$ cat src/hw/core_macros.svh
// Core-wide sizing and reset constants
// Word width, architectural register count and first fetch address

`ifndef CORE_MACROS_SVH
`define CORE_MACROS_SVH

// Data path and instruction width
`define CORE_XLEN 32

// Architectural registers, x0 included
`define CORE_NUM_REGS 32

// First fetch address after reset
`define CORE_RESET_PC 32'h0000_0000

`endif

$ cat src/hw/core_pkg.sv
// Shared core types: word, address, register index and retire count
// ALU operation encoding, RV32I major opcodes and the legal-opcode check

`default_nettype none

`include "core_macros.svh"

package core_pkg;

    typedef logic [`CORE_XLEN-1:0] word_t;
    typedef logic [`CORE_XLEN-1:0] pc_t;
    typedef logic [$clog2(`CORE_NUM_REGS)-1:0] reg_addr_t;
    typedef logic [`CORE_XLEN-1:0] retire_count_t;

    // pass_b carries the U-type immediate for LUI
    typedef enum logic [3:0] {
        alu_add,
        alu_sub,
        alu_sll,
        alu_slt,
        alu_sltu,
        alu_xor,
        alu_srl,
        alu_sra,
        alu_or,
        alu_and,
        alu_pass_b
    } alu_op_t;

    // Major opcodes of the supported groups
    localparam logic [6:0] OPC_OP     = 7'b0110011;
    localparam logic [6:0] OPC_OP_IMM = 7'b0010011;
    localparam logic [6:0] OPC_LUI    = 7'b0110111;

    // Anything else retires as an illegal no-op
    function automatic logic is_legal_opcode(input logic [6:0] opcode);
        return (opcode == OPC_OP) || (opcode == OPC_OP_IMM) || (opcode == OPC_LUI);
    endfunction

endpackage

`default_nettype wire

$ cat src/hw/core_if.sv
// issue_if carries the issue packet from decode to the ALU plus the ALU forward pair
// writeback_if carries the registered ALU result to the register file, decode and trace

`default_nettype none

interface issue_if;
    import core_pkg::*;

    logic      valid;
    alu_op_t   op;
    word_t     operand_a;
    word_t     operand_b;
    reg_addr_t rd;
    pc_t       pc;
    word_t     instr;

    // Unregistered result of the instruction in execute
    logic      fwd_valid;
    reg_addr_t fwd_rd;
    word_t     fwd_data;

    modport issuer (
        output valid, op, operand_a, operand_b, rd, pc, instr,
        input  fwd_valid, fwd_rd, fwd_data
    );
    modport unit (
        input  valid, op, operand_a, operand_b, rd, pc, instr,
        output fwd_valid, fwd_rd, fwd_data
    );
endinterface

interface writeback_if;
    import core_pkg::*;

    logic      valid;
    reg_addr_t rd;
    word_t     data;
    pc_t       pc;
    word_t     instr;

    modport source (output valid, rd, data, pc, instr);
    modport sink (input valid, rd, data, pc, instr);
endinterface

`default_nettype wire

$ cat src/hw/fetch.sv
// Fetch unit: program counter, run gate and instruction memory request
// Delays the request by one cycle to line up with the returning data

`default_nettype none

`include "core_macros.svh"

module fetch (
    input  logic          clk,
    input  logic          arst_n,
    input  logic          run,
    output logic          instr_req,
    output core_pkg::pc_t instr_addr,
    output logic          fetch_valid,
    output core_pkg::pc_t fetch_pc
);
    import core_pkg::*;

    pc_t  pc;
    logic running;

    // Set on the first edge after reset release
    always_ff @(posedge clk or negedge arst_n) begin
        if (!arst_n) begin
            running <= 1'b0;
        end else begin
            running <= 1'b1;
        end
    end

    assign instr_req  = run && running;
    assign instr_addr = pc;

    always_ff @(posedge clk or negedge arst_n) begin
        if (!arst_n) begin
            pc          <= `CORE_RESET_PC;
            fetch_valid <= 1'b0;
        end else begin
            fetch_valid <= instr_req;
            if (instr_req) begin
                pc <= pc + pc_t'(4);
            end
        end
    end

    // Address of the word the memory returns next cycle
    always_ff @(posedge clk) begin
        if (instr_req) begin
            fetch_pc <= pc;
        end
    end

endmodule

`default_nettype wire

$ cat src/hw/decode_and_issue.sv
// Decode and issue stage: opcode decode into ALU operations,
// I-type and U-type immediates, operand forwarding and the issue register

`default_nettype none

module decode_and_issue (
    input  logic                clk,
    input  logic                arst_n,
    input  logic                fetch_valid,
    input  core_pkg::pc_t       fetch_pc,
    input  core_pkg::word_t     instr_data,
    output core_pkg::reg_addr_t rs1_addr,
    output core_pkg::reg_addr_t rs2_addr,
    input  core_pkg::word_t     rs1_data,
    input  core_pkg::word_t     rs2_data,
    issue_if.issuer             issue,
    writeback_if.sink           wb
);
    import core_pkg::*;

    logic [6:0] opcode;
    logic [2:0] funct3;
    logic       alt_bit;
    logic       legal;
    word_t      imm_i;
    word_t      imm_u;
    word_t      src_a;
    word_t      src_b;
    word_t      operand_b;
    alu_op_t    op;
    reg_addr_t  rd;

    // Youngest producer wins; x0 is never forwarded
    function automatic word_t select_operand(
        input reg_addr_t addr,
        input word_t     rf_value,
        input logic      fwd_valid,
        input reg_addr_t fwd_rd,
        input word_t     fwd_data,
        input logic      wb_valid,
        input reg_addr_t wb_rd,
        input word_t     wb_data
    );
        if (addr == '0) begin
            return rf_value;
        end
        if (fwd_valid && fwd_rd == addr) begin
            return fwd_data;
        end
        if (wb_valid && wb_rd == addr) begin
            return wb_data;
        end
        return rf_value;
    endfunction

    ////////////////////////////////////////////////////////////////////////////
    // Field extraction
    assign opcode   = instr_data[6:0];
    assign funct3   = instr_data[14:12];
    assign alt_bit  = instr_data[30];
    assign legal    = is_legal_opcode(opcode);
    assign rs1_addr = instr_data[19:15];
    assign rs2_addr = instr_data[24:20];

    // Illegal instructions write nothing
    assign rd = legal ? instr_data[11:7] : '0;

    assign imm_i = {{20{instr_data[31]}}, instr_data[31:20]};
    assign imm_u = {instr_data[31:12], 12'b0};

    ////////////////////////////////////////////////////////////////////////////
    // Operation select
    always_comb begin
        case (funct3)
            3'b000: op = (opcode == OPC_OP && alt_bit) ? alu_sub : alu_add;
            3'b001: op = alu_sll;
            3'b010: op = alu_slt;
            3'b011: op = alu_sltu;
            3'b100: op = alu_xor;
            3'b101: op = alt_bit ? alu_sra : alu_srl;
            3'b110: op = alu_or;
            default: op = alu_and;
        endcase
        if (opcode == OPC_LUI) begin
            op = alu_pass_b;
        end
    end

    assign src_a = select_operand(rs1_addr, rs1_data, issue.fwd_valid, issue.fwd_rd,
                                  issue.fwd_data, wb.valid, wb.rd, wb.data);
    assign src_b = select_operand(rs2_addr, rs2_data, issue.fwd_valid, issue.fwd_rd,
                                  issue.fwd_data, wb.valid, wb.rd, wb.data);

    // Second operand is a register only for OP
    always_comb begin
        case (opcode)
            OPC_OP:  operand_b = src_b;
            OPC_LUI: operand_b = imm_u;
            default: operand_b = imm_i;
        endcase
    end

    ////////////////////////////////////////////////////////////////////////////
    // Issue register
    always_ff @(posedge clk or negedge arst_n) begin
        if (!arst_n) begin
            issue.valid <= 1'b0;
        end else begin
            issue.valid <= fetch_valid;
        end
    end

    always_ff @(posedge clk) begin
        if (fetch_valid) begin
            issue.op        <= op;
            issue.operand_a <= src_a;
            issue.operand_b <= operand_b;
            issue.rd        <= rd;
            issue.pc        <= fetch_pc;
            issue.instr     <= instr_data;
        end
    end

endmodule

`default_nettype wire

$ cat src/hw/register_file.sv
// Architectural register file with two combinational read ports
// x0 reads as zero, writes from the writeback bus pass straight through

`default_nettype none

`include "core_macros.svh"

module register_file (
    input  logic                clk,
    input  logic                arst_n,
    input  core_pkg::reg_addr_t rs1_addr,
    input  core_pkg::reg_addr_t rs2_addr,
    output core_pkg::word_t     rs1_data,
    output core_pkg::word_t     rs2_data,
    writeback_if.sink           wb
);
    import core_pkg::*;

    // Entry 0 is never written
    word_t regs [`CORE_NUM_REGS];

    always_ff @(posedge clk or negedge arst_n) begin
        if (!arst_n) begin
            for (int i = 0; i < `CORE_NUM_REGS; i++) begin
                regs[i] <= '0;
            end
        end else if (wb.valid && wb.rd != '0) begin
            regs[wb.rd] <= wb.data;
        end
    end

    // Same-cycle write returns the new value
    assign rs1_data = (rs1_addr == '0) ? '0
                    : (wb.valid && wb.rd == rs1_addr) ? wb.data
                    : regs[rs1_addr];

    assign rs2_data = (rs2_addr == '0) ? '0
                    : (wb.valid && wb.rd == rs2_addr) ? wb.data
                    : regs[rs2_addr];

endmodule

`default_nettype wire

$ cat src/hw/alu_unit.sv
// Integer ALU: eleven operations, forward pair back to issue
// and the writeback register

`default_nettype none

module alu_unit (
    input  logic        clk,
    input  logic        arst_n,
    issue_if.unit       issue,
    writeback_if.source wb
);
    import core_pkg::*;

    word_t      result;
    logic [4:0] shamt;

    assign shamt = issue.operand_b[4:0];

    always_comb begin
        case (issue.op)
            alu_add:    result = issue.operand_a + issue.operand_b;
            alu_sub:    result = issue.operand_a - issue.operand_b;
            alu_sll:    result = issue.operand_a << shamt;
            alu_slt:    result = word_t'($signed(issue.operand_a) < $signed(issue.operand_b));
            alu_sltu:   result = word_t'(issue.operand_a < issue.operand_b);
            alu_xor:    result = issue.operand_a ^ issue.operand_b;
            alu_srl:    result = issue.operand_a >> shamt;
            alu_sra:    result = $signed(issue.operand_a) >>> shamt;
            alu_or:     result = issue.operand_a | issue.operand_b;
            alu_and:    result = issue.operand_a & issue.operand_b;
            alu_pass_b: result = issue.operand_b;
            default:    result = '0;
        endcase
    end

    ////////////////////////////////////////////////////////////////////////////
    // Forward pair, one instruction ahead of decode
    assign issue.fwd_valid = issue.valid;
    assign issue.fwd_rd    = issue.rd;
    assign issue.fwd_data  = result;

    ////////////////////////////////////////////////////////////////////////////
    // Writeback register
    always_ff @(posedge clk or negedge arst_n) begin
        if (!arst_n) begin
            wb.valid <= 1'b0;
        end else begin
            wb.valid <= issue.valid;
        end
    end

    always_ff @(posedge clk) begin
        if (issue.valid) begin
            wb.rd    <= issue.rd;
            wb.data  <= result;
            wb.pc    <= issue.pc;
            wb.instr <= issue.instr;
        end
    end

endmodule

`default_nettype wire

$ cat src/hw/core_top.sv
// Core top level: fetch, decode and issue, register file and ALU
// joined by the issue and writeback buses
// Registered trace port with a running retire count

`default_nettype none

module core_top (
    input  logic                    clk,
    input  logic                    arst_n,
    input  logic                    run,

    // Instruction memory, one-cycle read latency
    output logic                    instr_req,
    output core_pkg::pc_t           instr_addr,
    input  core_pkg::word_t         instr_data,

    // Retirement trace
    output logic                    tr_valid,
    output core_pkg::pc_t           tr_pc,
    output core_pkg::word_t         tr_instr,
    output core_pkg::reg_addr_t     tr_rd,
    output core_pkg::word_t         tr_rd_data,
    output logic                    tr_illegal,
    output core_pkg::retire_count_t tr_retired
);
    import core_pkg::*;

    logic      fetch_valid;
    pc_t       fetch_pc;
    reg_addr_t rs1_addr;
    reg_addr_t rs2_addr;
    word_t     rs1_data;
    word_t     rs2_data;

    issue_if     issue_bus ();
    writeback_if wb_bus ();

    ////////////////////////////////////////////////////////////////////////////
    // Pipeline
    fetch i_fetch (
        .clk         (clk),
        .arst_n      (arst_n),
        .run         (run),
        .instr_req   (instr_req),
        .instr_addr  (instr_addr),
        .fetch_valid (fetch_valid),
        .fetch_pc    (fetch_pc)
    );

    decode_and_issue i_decode_and_issue (
        .clk         (clk),
        .arst_n      (arst_n),
        .fetch_valid (fetch_valid),
        .fetch_pc    (fetch_pc),
        .instr_data  (instr_data),
        .rs1_addr    (rs1_addr),
        .rs2_addr    (rs2_addr),
        .rs1_data    (rs1_data),
        .rs2_data    (rs2_data),
        .issue       (issue_bus.issuer),
        .wb          (wb_bus.sink)
    );

    register_file i_register_file (
        .clk      (clk),
        .arst_n   (arst_n),
        .rs1_addr (rs1_addr),
        .rs2_addr (rs2_addr),
        .rs1_data (rs1_data),
        .rs2_data (rs2_data),
        .wb       (wb_bus.sink)
    );

    alu_unit i_alu_unit (
        .clk    (clk),
        .arst_n (arst_n),
        .issue  (issue_bus.unit),
        .wb     (wb_bus.source)
    );

    ////////////////////////////////////////////////////////////////////////////
    // Trace port, one edge behind writeback
    always_ff @(posedge clk or negedge arst_n) begin
        if (!arst_n) begin
            tr_valid   <= 1'b0;
            tr_retired <= '0;
        end else begin
            tr_valid <= wb_bus.valid;
            if (wb_bus.valid) begin
                tr_retired <= tr_retired + retire_count_t'(1);
            end
        end
    end

    always_ff @(posedge clk) begin
        if (wb_bus.valid) begin
            tr_pc      <= wb_bus.pc;
            tr_instr   <= wb_bus.instr;
            tr_rd      <= wb_bus.rd;
            tr_rd_data <= wb_bus.data;
            // Flag comes straight from the opcode field
            tr_illegal <= !is_legal_opcode(wb_bus.instr[6:0]);
        end
    end

endmodule

`default_nettype wire

$ cat config.mk
export PLATFORM = sky130hd
export DESIGN_NAME = core_top
export DESIGN_NICKNAME = d
export VERILOG_FILES = /design/src/hw/core_pkg.sv /design/src/hw/core_if.sv /design/src/hw/fetch.sv /design/src/hw/decode_and_issue.sv /design/src/hw/register_file.sv /design/src/hw/alu_unit.sv /design/src/hw/core_top.sv
export VERILOG_INCLUDE_DIRS = /design/src /design/src/hw
export SDC_FILE = /design/constraint.sdc
export NUM_CORES = 2
export LEC_CHECK = 0
export BUFFER_PORTS_ARGS = -buffer_cell sky130_fd_sc_hd__buf_2
export CORE_UTILIZATION = 45
export CTS_CLUSTER_SIZE = 16
export DETAILED_ROUTE_END_ITERATION = 16
export MAX_ROUTING_LAYER = met4
export PLACE_DENSITY = 0.72
export SYNTH_ARGS = -nofsm -noshare
export SYNTH_HDL_FRONTEND = slang
export SYNTH_SLANG_ARGS = --single-unit
$ cat constraint.sdc
create_clock -name clk -period 5.4 [get_ports clk]
set_clock_uncertainty 0.15 [all_clocks]
set_input_delay 1.08 -clock clk [delete_from_list [all_inputs] [get_ports clk]]
set_output_delay 1.08 -clock clk [all_outputs]
set_load 0.02 [all_outputs]
# Word level (Yosys, flattened, before mapping)
# Index checks and enable logic that the tools add are counted.
[op_classes]
add_sub_neg = 4
bitwise_logic = 6
n_reduce_logical = 18
mux = 42
shift = 3
magnitude_cmp = 6
n_eq_ne = 26
[op_table]
columns = ["cell", "n"]
rows = [
  ["bitwise mux 1024 bit", 1],
  ["two-way mux 32 bit", 21],
  ["case mux 32 bit (11 select lines)", 1],
  ["binary-select mux 32 bit (select 5 bit)", 2],
  ["demux 32 bit (select 5 bit)", 1],
  ["less-than comparator 32 bit", 2],
  ["case mux 32 bit (2 select lines)", 1],
  ["adder 32 x 1 -> 32 bit, second input constant", 1],
  ["adder 32 x 3 -> 32 bit, second input constant", 1],
  ["adder 32 bit", 1],
  ["AND 32 bit", 1],
  ["OR 32 bit", 1],
  ["<< shifter 32 x 5 -> 32 bit", 1],
  ["right shift 32 x 5 -> 32 bit", 1],
  [">>> shifter 32 x 5 -> 32 bit", 1],
  ["subtractor 32 bit", 1],
  ["XOR 32 bit", 1],
  ["== test 7 x 6 -> 1 bit, second input constant", 4],
  ["case mux 4 bit (7 select lines)", 1],
  ["== test 5 bit", 4],
  [">= comparator 6 bit, second input constant", 3],
  ["inverter 5 -> 6 bit", 3],
  ["== test 4 x 3 -> 1 bit, second input constant", 4],
  ["== test 7 x 5 -> 1 bit, second input constant", 2],
  ["other kinds (15)", 45],
]
[word_totals]
output_inout_bits = 168
reg_bits = 1465
word_cells = 160
input_bits = 35

# Depth between registers and ports, before layout
[depth]
ltp_word = 13
ltp_mapped = 15
depth_no_buf = 12

# Hierarchy
# From an unflattened synthesis, not the netlist that was laid out.
[hier_totals]
hier_cells = 6130
hier_area_um2 = 80517.2
[by_module_without_submodules]
columns = ["mod", "instances", "cells_each", "area_per_inst_um2", "seq_area_each_um2"]
rows = [
  ["register_file", 1, 3777, 54921.4, 25624.6],
  ["alu_unit", 1, 1413, 11880.1, 3057.9],
  ["decode_and_issue", 1, 559, 6812.8, 4139.0],
  ["core_top", 1, 229, 4554.4, 3888.7],
  ["fetch", 1, 152, 2348.5, 1701.6],
]

# Least setup slack after synthesis
# OpenSTA, ideal clock, no wires.
[synth_timing]
path_type = "register -> register"
start = "register i_alu_unit.wb.valid"
end = "register tr_retired[31]"
arrival_time_ps = 4139
synth_period_minus_slack_ps = 4369
path_buffers = 0
slack_ps = 1031
setup_ps = 79
required_ps = 5171
stages_incl_launch_ff = 10
cell_sequence = "dfrtp_1 -> nand2_1 -> nor2_1 -> and3_1 -> nor2b_1 -> and3_1 -> nor2b_1 -> nand4_1 -> nor3_1 -> xor2_1"
[synth_rtl]
columns = ["element", "line", "rtl"]
rows = [
  ["from (decl)", "core_if.sv:41", "modport source (output valid, rd, data, pc, instr);"],
  ["to (signal assigned)", "core_top.sv:90", "tr_retired <= tr_retired + retire_count_t'(1);"],
  ["to (decl)", "core_top.sv:24", "output core_pkg::retire_count_t tr_retired"],
]

# Final worst setup path
[layout_timing]
start = "register i_decode_and_issue.issue.operand_b[2]"
end = "register i_decode_and_issue.issue.operand_a[28] (data pin)"
[layout_via]
elab_chain_cells = 7
elab_cells_between_ends = 11
classes_between = "add/sub: 2; shift: 3; mux: 6"
[layout_rtl]
columns = ["element", "line", "rtl"]
rows = [
  ["from (decl)", "core_if.sv:23", "output valid, op, operand_a, operand_b, rd, pc, instr,"],
  ["subtractor 32 bit, or another cell as far along", "alu_unit.sv:22", "alu_sub: result = issue.operand_a - issue.operand_b;"],
  ["case mux 32 bit (11 select lines) (*)", "alu_unit.sv:20", "case (issue.op)"],
  ["two-way mux 32 bit (*)", "decode_and_issue.sv:47", "if (fwd_valid && fwd_rd == addr) begin"],
  ["two-way mux 32 bit", "decode_and_issue.sv:50", "if (wb_valid && wb_rd == addr) begin"],
  ["two-way mux 32 bit", "decode_and_issue.sv:53", "return rf_value;"],
  ["two-way mux 32 bit (*)", "decode_and_issue.sv:50", ""],
  ["two-way mux 32 bit (*)", "decode_and_issue.sv:47", ""],
  ["via i_decode_and_issue.src_a[28]", "decode_and_issue.sv:27", "word_t src_a;"],
  ["to (signal assigned)", "decode_and_issue.sv:116", "issue.operand_a <= src_a;"],
  ["to (decl)", "core_if.sv:23", ""],
]
# The timed path passes the listed nets; every way through them passes the cells marked *.
# A chain may end at the register's enable or synchronous reset.

==> run metrics <==
outcome=finished with violations; violated checks=max-capacitance violations, max-slew violations; top-area cell type share of the netlist area=34.6%; GR Util met3=6.58%; area grow syn2layout=12.0%; Final Instance Area=88,400 µm²; leak pwr=37.7 nW; drt pass-1 iters=6; fmax=203 MHz; die span in y=421 µm; RSZ-0062 raised after global routing=false; Synth area leaders=dfrtp_1 35%, mux4_2 19%, mux2_2 14%, edfxtp_1 14%, mux2i_1 1.7%; Startpoint Class=register; area of the core=174,000 µm²; final wirelength=260 mm; worst reg2reg startpoint=i_decode_and_issue.issue.operand_b[2]; area leader, netlist=dfrtp_1; starting density of the core=45.3%; clk_lat worst skew=840 ps; Worst Hold Class=in2async; met1 Use GR=39.0%; post-CTS setup buffer count=0; Reg clk slew, reported paths=70 ps; vias after detailed routing=53,200; Antenna Violating Nets Remaining=0; Critical Path Fanout Max=74; Post-Route Setup TNS=0 ps; max FFs per register=1,024; initial antenna violation count=9; MaxCap Viol Count=1; worst r2r dst=i_decode_and_issue.issue.operand_a[28]; Post-Syn Area=78,900 µm²; routed vias/inst=6.65; Syn Area/Cell=14.3 µm²; post-synthesis register bit count=1,455; Reg2Reg Depth=11; number of H-tree levels=4; # DRC=0; Seq/Total Area, Yosys=48.5%; Clock Sinks=1,455; ys async rst share=75.0%; post-cts sizing count=0; Hold Vio Cnt, Final=0; CP Data Required Time=5780 ps; GR peak layer=met2; width of the chip=421 µm; cell row count=153; pin count of the biggest net entering global routing=117; share of cells above drive strength 1=42.7%; fin. max-slew vios=21; Main synth FF type=dfrtp_1; DIE AREA=177,000 µm²; Tcrit/Tclk final=91.3%; dpl hpwl=170 mm; clock tree buffer depth=3; Hold-fix buffers, CTS=0; Starting DRT DRC Count=6,755; min cycle time layout=4930 ps; placed instance area=83,000 µm²; Tot Pwr=27.1 mW; final net count=5,688; P per Cell Area=307 nW/µm²; distinct cell type count after synthesis=96; Cells after Synth=5,500; Num CTS Buffers=152; Setup crit end kind=register; number of I/O pins=203; Most flops, register=i_register_file.regs; placed insts=7,718; Commonest cells post-synth=1,091 x dfrtp_1, 1,014 x mux2_2, 663 x mux4_2; Final Non-Filler Cells=8,006; met2 capacity usage during global routing=46.5%; first-pass GRT wire length=382 mm; wire length per cell=32.5 µm; reg-to-reg slack, setup=470 ps; Synthesis Warnings=0; Slew HR=-3.23%; Final setup viols=0; Fill cells=14,300; Worst-Margin Slew=1540 ps; VDD IR max=0.259 mV; clk root buf=clkbuf_16; CTS tree=built; RePlAce Congestion=1.04; grt ovf=0; total track usage=30.6%; PortBufs=198; number of synthesized flops with an enable pin=364; most common cell in the netlist=dfrtp_1; vias in the first global route=53,800; crit path kind=reg2reg; Core Util, Final=50.8%; Critical Path AT=5310 ps
==> layout by cell type (no fill, tap or decap), drive strengths merged, types with 41 or more instances in the layout <==
cell,instances
dfrtp,1091
o21ai,153
inv,130
mux4,675
nor2,213
o22ai,43
buf,419
mux2,1018
mux2i,133
clkbuf,209
nand2,215
nand3,41
edfxtp,364
ha,104
clkinv,53
a21oi,168
xnor2,50
==> how the worst max path moves through the flow <==
stage                                          startpoint                                endpoint  slack [ps]
global route        i_decode_and_issue.issue.operand_b[2]  i_decode_and_issue.issue.operand_b[28]         400
floorplan                             i_alu_unit.wb.valid                          tr_retired[31]        1030
CTS                 i_decode_and_issue.issue.operand_b[2]  i_decode_and_issue.issue.operand_a[28]         670
global placement                           instr_data[20]  i_decode_and_issue.issue.operand_b[22]         570
detailed placement                         instr_data[20]  i_decode_and_issue.issue.operand_b[22]         590
finish              i_decode_and_issue.issue.operand_b[2]  i_decode_and_issue.issue.operand_a[28]         470
==> per-layer routing <==
| layer | vias to the layer above | routed length, µm | share of wire [%] |
|---|---|---|---|
| met5 | - | 0 | 0 |
| met4 | 0 | 14600 | 5.6 |
| met3 | 770 | 23300 | 9.0 |
| met2 | 2880 | 122000 | 47 |
| met1 | 28200 | 99800 | 38 |
| li1 | 21400 | - | - |
==> report_power, final <==
part	internal (mW)	switching (mW)	total, mW	leakage (nW)
Combinational	1.56	1.92	3.48	17.0
Clock	6.30	4.76	11.1	2.59
Sequential	12.0	0.631	12.6	18.2
Total	19.8	7.31	27.1	37.7
==> stage by stage <==
step	hold WS [ps]	worst slack (ps)
3_3_place_gp	227	573
2_1_floorplan	250	1030
4_1_cts	168	666
5_1_grt	197	401
3_5_place_dp	233	585
6_report	160	472
==> area by class of cell <==
class	instances	area (µm²)	share of cell area [%]
Clock inverter	71	1020	1.15
Multi-Input combinational cell	3391	38200	43.2
Timing Repair Buffer	419	3170	3.58
Inverter	128	483	0.547
Clock buffer	209	4320	4.89
Antenna cell	8	20.0	0.0227
Sequential cell	1455	38200	43.3
Tap cell	2325	2910	3.29
==> critical path, cell delays in order (launching register included) <==
cell	delay, ps
edfxtp_1	400
buf_4	660
ha_1	270
a21oi_1	90
a2111oi_0	1150
o21a_1	370
o311ai_2	240
o22ai_1	420
o221a_2	280
a31oi_1	40
a31oi_1	360
o22ai_1	160
==> cells by family after synthesis <==
group,synth area share [%]
other,0.00952
adder cells (fa/ha/maj),1.70
flip-flops,48.5
XOR/XNOR,0.966
AO/OA/AOI/OAI,5.84
buffers and inverters,3.40
multiplexers,35.6
AND/OR/NAND/NOR,4.03
Note: power is estimated with default switching activity, not from simulation.
